### src/hdl/rom_cfg_pkg.sv
// client-side config: slot count, address width, per-slot SDRAM regions, client request/response structs

package rom_cfg_pkg;

    // slot 0 main CPU, slot 1 objects, slot 2 characters
    localparam int NUM_SLOTS = 3;

    // client word address, 8K words of 32 bits per region
    localparam int CLIENT_AW = 13;

    // SDRAM word offset of each client's region
    localparam int unsigned SLOT_BASE [NUM_SLOTS] = '{
        32'h0000_0000,              // main CPU program
        32'h0001_0000,              // object graphics
        32'h0002_0000               // character graphics
    };

    // cycles between gate release and ready
    localparam int SETTLE_CYCLES = 8;

    // held steady by the client until data_ok
    typedef struct packed {
        logic                 valid;    // client wants a word
        logic [CLIENT_AW-1:0] addr;     // word address in own region
    } rom_client_req_t;

    // data_ok is combinational from the slot tag compare
    typedef struct packed {
        logic        data_ok;           // data matches the presented addr
        logic [31:0] data;              // whole aligned word
    } rom_client_rsp_t;

endpackage

### src/hdl/sdram_rd_pkg.sv
// SDRAM read channel: address width, request/response structs, arbiter FSM states

package sdram_rd_pkg;

    // word address into the 4M-word SDRAM
    localparam int SDRAM_AW = 22;

    // valid/ready handshake, ready comes in separately
    typedef struct packed {
        logic                valid;     // read request pending
        logic [SDRAM_AW-1:0] addr;      // word address
    } sdram_rd_req_t;

    // one rvalid pulse per accepted request
    typedef struct packed {
        logic        rvalid;            // rdata strobe
        logic [31:0] rdata;             // read word
    } sdram_rd_rsp_t;

    typedef enum logic [1:0] {
        ARB_IDLE  = 2'd0,               // pick the next slot
        ARB_ISSUE = 2'd1,               // valid up, wait for ready
        ARB_WAIT  = 2'd2                // wait for rvalid
    } arb_state_e;

endpackage
### src/hdl/game_rom_ctrl.sv
// ROM request top level: ready controller, client slots and the SDRAM read arbiter

`timescale 1ns/1ps

module game_rom_ctrl (
    input  logic                            clk,
    input  logic                            rst_n,
    input  logic                            downloading,
    input  logic                            loop_rst,
    input  rom_cfg_pkg::rom_client_req_t    creq [rom_cfg_pkg::NUM_SLOTS],
    input  logic                            sd_ready,
    input  sdram_rd_pkg::sdram_rd_rsp_t     sd_rsp,
    output rom_cfg_pkg::rom_client_rsp_t    crsp [rom_cfg_pkg::NUM_SLOTS],
    output logic                            ready,
    output sdram_rd_pkg::sdram_rd_req_t     sd_req
);
    import rom_cfg_pkg::*;
    import sdram_rd_pkg::*;

    logic                 flush;            // from ready ctrl to every slot
    logic [NUM_SLOTS-1:0] miss_req;
    logic [SDRAM_AW-1:0]  miss_addr [NUM_SLOTS];
    logic [NUM_SLOTS-1:0] refill_we;        // one-hot from the arbiter
    logic [31:0]          refill_data;

    rom_ready_ctrl u_ready (
        .clk         (clk),
        .rst_n       (rst_n),
        .downloading (downloading),
        .loop_rst    (loop_rst),
        .flush       (flush),
        .ready       (ready)
    );

    // slot i reads from its own SDRAM region
    for (genvar i = 0; i < NUM_SLOTS; i++) begin : g_slot
        localparam logic [SDRAM_AW-1:0] BASE = SDRAM_AW'(SLOT_BASE[i]);

        rom_slot u_slot (
            .clk         (clk),
            .rst_n       (rst_n),
            .flush       (flush),
            .base        (BASE),
            .creq        (creq[i]),
            .refill_we   (refill_we[i]),
            .refill_data (refill_data),
            .crsp        (crsp[i]),
            .miss_req    (miss_req[i]),
            .miss_addr   (miss_addr[i])
        );
    end

    rom_arbiter u_arbiter (
        .clk         (clk),
        .rst_n       (rst_n),
        .miss_req    (miss_req),
        .miss_addr   (miss_addr),
        .sd_ready    (sd_ready),
        .sd_rsp      (sd_rsp),
        .sd_req      (sd_req),
        .refill_we   (refill_we),
        .refill_data (refill_data)
    );

endmodule

### src/hdl/rom_arbiter.sv
// fixed-priority arbiter: picks a missing slot, runs one SDRAM read, broadcasts the refill

`timescale 1ns/1ps

module rom_arbiter (
    input  logic                                clk,
    input  logic                                rst_n,
    input  logic [rom_cfg_pkg::NUM_SLOTS-1:0]   miss_req,
    input  logic [sdram_rd_pkg::SDRAM_AW-1:0]   miss_addr [rom_cfg_pkg::NUM_SLOTS],
    input  logic                                sd_ready,
    input  sdram_rd_pkg::sdram_rd_rsp_t         sd_rsp,
    output sdram_rd_pkg::sdram_rd_req_t         sd_req,
    output logic [rom_cfg_pkg::NUM_SLOTS-1:0]   refill_we,   // one-hot pulse
    output logic [31:0]                         refill_data  // shared by all slots
);
    import rom_cfg_pkg::*;
    import sdram_rd_pkg::*;

    localparam int SEL_W = (NUM_SLOTS > 1) ? $clog2(NUM_SLOTS) : 1;

    arb_state_e           state;
    logic [SEL_W-1:0]     sel_q;        // slot being served
    logic [SDRAM_AW-1:0]  addr_q;       // its SDRAM word address
    logic [NUM_SLOTS-1:0] req_live;     // requests still needing service
    logic                 any_req;
    logic [SEL_W-1:0]     pick;         // lowest requesting index

    // a slot being written this cycle still shows its request,
    // mask it so it is not fetched twice
    assign req_live = miss_req & ~refill_we;
    assign any_req  = |req_live;

    // scan downwards so the lowest index wins
    always_comb begin
        pick = '0;
        for (int i = NUM_SLOTS - 1; i >= 0; i--) begin
            if (req_live[i]) begin
                pick = SEL_W'(i);
            end
        end
    end

    always_ff @(posedge clk) begin
        if (!rst_n) begin
            state     <= ARB_IDLE;
            refill_we <= '0;
        end else begin
            refill_we <= '0;                // single-cycle pulse
            case (state)
                ARB_IDLE: begin
                    if (any_req) begin
                        state <= ARB_ISSUE;
                    end
                end
                ARB_ISSUE: begin
                    if (sd_ready) begin
                        state <= ARB_WAIT;  // accepted
                    end
                end
                ARB_WAIT: begin
                    if (sd_rsp.rvalid) begin
                        state     <= ARB_IDLE;
                        refill_we <= NUM_SLOTS'(1) << sel_q;
                    end
                end
                default: begin
                    state <= ARB_IDLE;
                end
            endcase
        end
    end

    // winner and address latched on leaving IDLE, data on rvalid
    always_ff @(posedge clk) begin
        if (state == ARB_IDLE && any_req) begin
            sel_q  <= pick;
            addr_q <= miss_addr[pick];
        end
        if (state == ARB_WAIT && sd_rsp.rvalid) begin
            refill_data <= sd_rsp.rdata;
        end
    end

    // request held steady for the whole ISSUE state
    always_comb begin
        sd_req.valid = (state == ARB_ISSUE);
        sd_req.addr  = addr_q;
    end

endmodule

### src/hdl/rom_ready_ctrl.sv
// readiness gate: holds flush through download/loop reset plus a settle period, registered ready

`timescale 1ns/1ps

module rom_ready_ctrl (
    input  logic clk,
    input  logic rst_n,
    input  logic downloading,           // ROM being written into SDRAM
    input  logic loop_rst,              // core restart request
    output logic flush,                 // slots drop their tags
    output logic ready                  // subsystem usable
);
    import rom_cfg_pkg::*;

    localparam int CNT_W = $clog2(SETTLE_CYCLES + 1);

    logic             gate;             // either hold input high
    logic [CNT_W-1:0] settle_cnt;       // cycles left before release
    logic             settle_last;      // flush ends after this cycle

    assign gate        = downloading || loop_rst;
    assign flush       = gate || (settle_cnt != '0);
    assign settle_last = (settle_cnt <= CNT_W'(1));

    // counter reloads on every gated cycle, runs down once released
    always_ff @(posedge clk) begin
        if (!rst_n) begin
            settle_cnt <= CNT_W'(SETTLE_CYCLES);
        end else if (gate) begin
            settle_cnt <= CNT_W'(SETTLE_CYCLES);
        end else if (settle_cnt != '0) begin
            settle_cnt <= settle_cnt - 1'b1;
        end
    end

    // ready follows the next value of flush, so it rises
    // exactly SETTLE_CYCLES cycles after the gate drops
    always_ff @(posedge clk) begin
        if (!rst_n) begin
            ready <= 1'b0;
        end else begin
            ready <= !gate && settle_last;  // low again one cycle after gate rises
        end
    end

endmodule

### src/hdl/rom_slot.sv
// one client slot: cached word with tag, hit check, refill request to the arbiter

`timescale 1ns/1ps

module rom_slot (
    input  logic                                clk,
    input  logic                                rst_n,
    input  logic                                flush,       // invalidate tag
    input  logic [sdram_rd_pkg::SDRAM_AW-1:0]   base,        // region offset
    input  rom_cfg_pkg::rom_client_req_t        creq,
    input  logic                                refill_we,   // our refill pulse
    input  logic [31:0]                         refill_data,
    output rom_cfg_pkg::rom_client_rsp_t        crsp,
    output logic                                miss_req,    // level, held until refill
    output logic [sdram_rd_pkg::SDRAM_AW-1:0]   miss_addr
);
    import rom_cfg_pkg::*;
    import sdram_rd_pkg::*;

    logic [31:0]          data_q;       // cached word
    logic [CLIENT_AW-1:0] tag_q;        // client address of data_q
    logic                 tag_vld;
    logic                 pend;         // miss raised, refill not back yet
    logic [CLIENT_AW-1:0] req_addr;     // address the pending refill belongs to
    logic                 hit;
    logic [CLIENT_AW-1:0] fetch_addr;

    assign hit = tag_vld && (tag_q == creq.addr);

    // once pending, keep asking for the same word even if the client moves
    assign fetch_addr = pend ? req_addr : creq.addr;
    assign miss_req   = !flush && (pend || (creq.valid && !hit));
    assign miss_addr  = base + SDRAM_AW'(fetch_addr);

    always_comb begin
        crsp.data_ok = creq.valid && hit;   // same cycle on a hit
        crsp.data    = data_q;
    end

    always_ff @(posedge clk) begin
        if (!rst_n) begin
            tag_vld <= 1'b0;
            pend    <= 1'b0;
        end else begin
            if (refill_we) begin
                pend <= 1'b0;               // served, even if dropped by flush
            end else if (miss_req) begin
                pend <= 1'b1;
            end
            if (flush) begin
                tag_vld <= 1'b0;
            end else if (refill_we) begin
                tag_vld <= 1'b1;
            end
        end
    end

    // first miss cycle captures the address the arbiter will fetch
    always_ff @(posedge clk) begin
        if (miss_req && !pend) begin
            req_addr <= creq.addr;
        end
        if (refill_we && !flush) begin
            data_q <= refill_data;
            tag_q  <= req_addr;
        end
    end

endmodule

### config.mk
export PLATFORM = sky130hd
export DESIGN_NAME = game_rom_ctrl
export DESIGN_NICKNAME = d
export VERILOG_FILES = /design/src/hdl/rom_cfg_pkg.sv /design/src/hdl/sdram_rd_pkg.sv /design/src/hdl/game_rom_ctrl.sv /design/src/hdl/rom_arbiter.sv /design/src/hdl/rom_ready_ctrl.sv /design/src/hdl/rom_slot.sv
export SDC_FILE = /design/constraint.sdc
export NUM_CORES = 1
export LEC_CHECK = 0
export BUFFER_PORTS_ARGS = -buffer_cell sky130_fd_sc_hd__buf_2
export CORE_MARGIN = 3
export CORE_UTILIZATION = 33
export CTS_CLUSTER_DIAMETER = 150
export CTS_CLUSTER_SIZE = 20
export DETAILED_ROUTE_END_ITERATION = 12
export HOLD_SLACK_MARGIN = 0.02
export PLACE_DENSITY_LB_ADDON = 0.25
export SLEW_MARGIN = 25
export SYNTH_ARGS = -nofsm -noshare
export SYNTH_HDL_FRONTEND = slang
export SYNTH_SLANG_ARGS = --single-unit
### constraint.sdc
create_clock -name clk -period 7.2 [get_ports clk]
set_clock_uncertainty 0.15 [all_clocks]
set_input_delay 0.36 -clock clk [delete_from_list [all_inputs] [get_ports clk]]
set_output_delay 0.36 -clock clk [all_outputs]
set_load 0.01 [all_outputs]
==> impl_metrics.env <==
export IMPL_worstPathRequired_ps=7150
export IMPL_cts_setup_buffers=0
export IMPL_hpwl_um=14500
export IMPL_viasPerCell=4.59
export IMPL_rows=58
export IMPL_hold_ws_ps=55.1
export IMPL_multi_input_area_mm2=0.00163
export IMPL_synthDistinctLibCells=48
export IMPL_worstPathMaxFanout=31
export IMPL_grt_overflow_total=0
export IMPL_die_width_um=169
export IMPL_firstDrtPassIters=4
export IMPL_r2r_slack_ps=3630
export IMPL_synth_top_area_cell="edfxtp_1"
export IMPL_worst_pin_slew_ps=1020
export IMPL_grt_pass1_vias=5293
export IMPL_critPathTopFamily="simple AND/OR/NAND/NOR gates"
export IMPL_synth_avg_cell_area_um2=18.4
export IMPL_setup_worst_path_start="u_ready.settle_cnt[0]$_SDFFE_PP0P_"
export IMPL_setup_tns_ps=0
export IMPL_path_cells="inv_1, ha_1, or3b_1, or3_1, nor2_2, o21ai_2, and3_1, nor3_4"
export IMPL_cpPeakStageDelay_ps=580
export IMPL_worst_path_stages=8
export IMPL_critPathKind="reg2reg"
export IMPL_final_seq_area_mm2=0.00702
export IMPL_r2r_end="u_arbiter.addr_q[10]$_DFFE_PP_"
export IMPL_fmax_mhz=280
export IMPL_syn_inst=475
export IMPL_drtIter0Drc=260
export IMPL_ys_seq_area_share_pct=80.2
export IMPL_yosys_cell_count_top_type="edfxtp_1"
export IMPL_grtUsageTotal_pct=13.9
export IMPL_cts_max_level=1
export IMPL_cellPowerDensity_mw_per_mm2=215
export IMPL_drive_gt1_share_pct=32.6
export IMPL_post_drt_wl_per_cell_um=18.8
export IMPL_syn_to_final_growth_pct=28.3
export IMPL_cts_sinks=239
export IMPL_cts_buffer_depth=3
export IMPL_n_fill_cell=2255
export IMPL_netlist_area_mm2=0.00875
export IMPL_ant_nets=0
export IMPL_cp_end_kind="flop"
export IMPL_cts_buffers=15
export IMPL_clk_latency_ps=470
export IMPL_num_vias=4973
export IMPL_status="finished clean"
export IMPL_final_hold_viol_count=0
export IMPL_gp_routability_congestion=0.806
export IMPL_synth_main_ff_cell="edfxtp_1"
export IMPL_dieHeight_um=169
export IMPL_power_mw=2.41
export IMPL_arrival_ps=3520
export IMPL_fin_crit_ps=3570
export IMPL_ys_seq_elements=239
export IMPL_cap_violations=0
export IMPL_async_flop_share_pct=0
export IMPL_ys_top_cells_by_area="edfxtp_1, dfxtp_1, mux2i_1"
export IMPL_wirelength_um=20300
export IMPL_grt_max_degree=46
export IMPL_clk_pin_slew_worst_paths_ps=80
export IMPL_slowest_stage="nor3_4"
export IMPL_final_setup_viol_count=0
export IMPL_die_area_mm2=0.0285
export IMPL_grt_pass1_wl_um=30900
export IMPL_synth_warnings=0
export IMPL_start_util_pct=34.1
export IMPL_p_leak_nw=3.94
export IMPL_drv_slew=0
export IMPL_antenna_found_initial=4
export IMPL_r2r_start="u_ready.settle_cnt[0]$_SDFFE_PP0P_"
export IMPL_synth_top_area_share_pct=76.6
export IMPL_final_nets=831
export IMPL_endpoint="u_arbiter.addr_q[10]$_DFFE_PP_"
export IMPL_max_vdd_ir_drop_uv=177
export IMPL_yosys_top_cells_count="edfxtp_1, mux2i_1, xor2_1"
export IMPL_cp_start_kind="flop"
export IMPL_cts_tree="built"
export IMPL_rsz0062_at_grt="no"
export IMPL_fin_crit_sh_pct=49.6
export IMPL_drc=0
export IMPL_clock_root_buffer="clkbuf_16"
export IMPL_synth_edf_count=223
export IMPL_cp_num_buf_inv=1
export IMPL_pin_count=203
export IMPL_r2r_cells=8
export IMPL_hold_path_class="in2reg"
export IMPL_core_area_mm2=0.0256
export IMPL_max_slew_margin_pct=32.0
export IMPL_port_buffer_count=195
[worst reg2reg max path: stages (launching register included)]
cell     delay (ps)
dfxtp_1         360
inv_1            70
ha_1            210
or3b_1          480
or3_1           540
nor2_2          160
o21ai_2         290
and3_1          370
nor3_4          580
[report_power, final]
group          leakage [nW]  switching (mW)  internal (mW)  total, mW
clock                 0.191           0.408          0.383      0.790
sequential             2.13         0.00441           1.51       1.51
combinational          1.62          0.0490         0.0618      0.111
[worst min-delay path by stage]
stage | slack, ps | depth (start not counted) | startpoint | end
final | 60 | 3 | rst_n | u_arbiter.refill_we[0]$_SDFF_PP0_
after global routing | 40 | 3 | rst_n | u_arbiter.refill_we[2]$_SDFF_PN0_
after detailed placement | 280 | 0 | g_slot[0].u_slot.req_addr[9]$_DFFE_PP_ | g_slot[0].u_slot.tag_q[9]$_DFFE_PP_
after floorplan | 270 | 0 | g_slot[1].u_slot.req_addr[0]$_DFFE_PP_ | g_slot[1].u_slot.tag_q[0]$_DFFE_PP_
after CTS | 20 | 3 | rst_n | u_arbiter.refill_we[0]$_SDFF_PP0_
after global placement | 280 | 0 | g_slot[1].u_slot.req_addr[10]$_DFFE_PP_ | g_slot[1].u_slot.tag_q[10]$_DFFE_PP_
[cells in the final DEF, fill, tap and decap left out, drive strengths merged, types with 3 or more instances in the layout]
cell type    netlist  final
and2               5      5
nand2              7      7
nor2              18     18
nor3               8      8
o21ai             14     14
o21a              13     13
buf               15    200
dfxtp             16     16
inv                6      6
mux2i             26     26
nor4               8      8
xnor2             16     16
nand4              8      8
mux2              13     13
conb               1      7
a21oi              6      6
or3                3      3
clkbuf             7     20
nor3b              6      6
xor2              24     24
edfxtp           223    223
o22ai             13     13
dlygate4sd3        0     73
[repair_timing]
| action | 4_1_cts | 5_1_grt |
|---|---|---|
| gates resized for setup | 0 | 0 |
| hold buffers | 73 | 0 |
| endpoints found under the hold margin | 73 | 0 |
[logic make-up (layout without fill, tap and decap cells)]
family / count (synthesis) / in the layout / synth area share [%]
AO/OA/AOI/OAI: 54 / 54 / 4.26
flip-flops: 239 / 239 / 80.2
other: 1 / 9 / 0.0429
AND/OR/NAND/NOR: 72 / 72 / 4.74
adder cells (fa/ha/maj): 2 / 2 / 0.286
buffers and inverters: 28 / 299 / 1.79
XOR/XNOR: 40 / 40 / 4.01
multiplexers: 39 / 39 / 4.65
[per-layer routing]
metal | global-route usage (%) | part of all wire, %
met5 | 0 | 0.10
met3 | 6.24 | 12
met2 | 22.2 | 45
met4 | 3.20 | 1.8
met1 | 17.7 | 41
[sequential cells by signal, summed over array words and instances (netlist names)]
signal                  cells
g_slot.u_slot.data_q       96
g_slot.u_slot.pend          3
g_slot.u_slot.req_addr     39
g_slot.u_slot.tag_q        39
g_slot.u_slot.tag_vld       3
u_arbiter.addr_q           15
u_arbiter.refill_data      32
u_arbiter.refill_we         3
u_arbiter.sel_q             2
u_arbiter.state             2
u_ready.ready               1
u_ready.settle_cnt          4
[cell type report]
class	count	area share, %
sequential	239	62.5
timing repair buffer	273	15.5
multi-input combinational	214	14.5
tap	330	3.68
clock buffer	20	3.51
inverter	6	0.201
antenna	2	0.0446
[through the flow]
step	worst slack, ps	instances	utilization [%]	instance area [um2]
2_1_floorplan	3180	481	-	8770
3_3_place_gp	3490	989	39.4	10100
3_5_place_dp	3650	989	39.4	10100
4_1_cts	3620	1082	43.8	11200
5_1_grt	3360	1084	43.8	11200
6_report	3630	1084	43.8	11200
No activity file was read; power rests on OpenSTA's default activity.
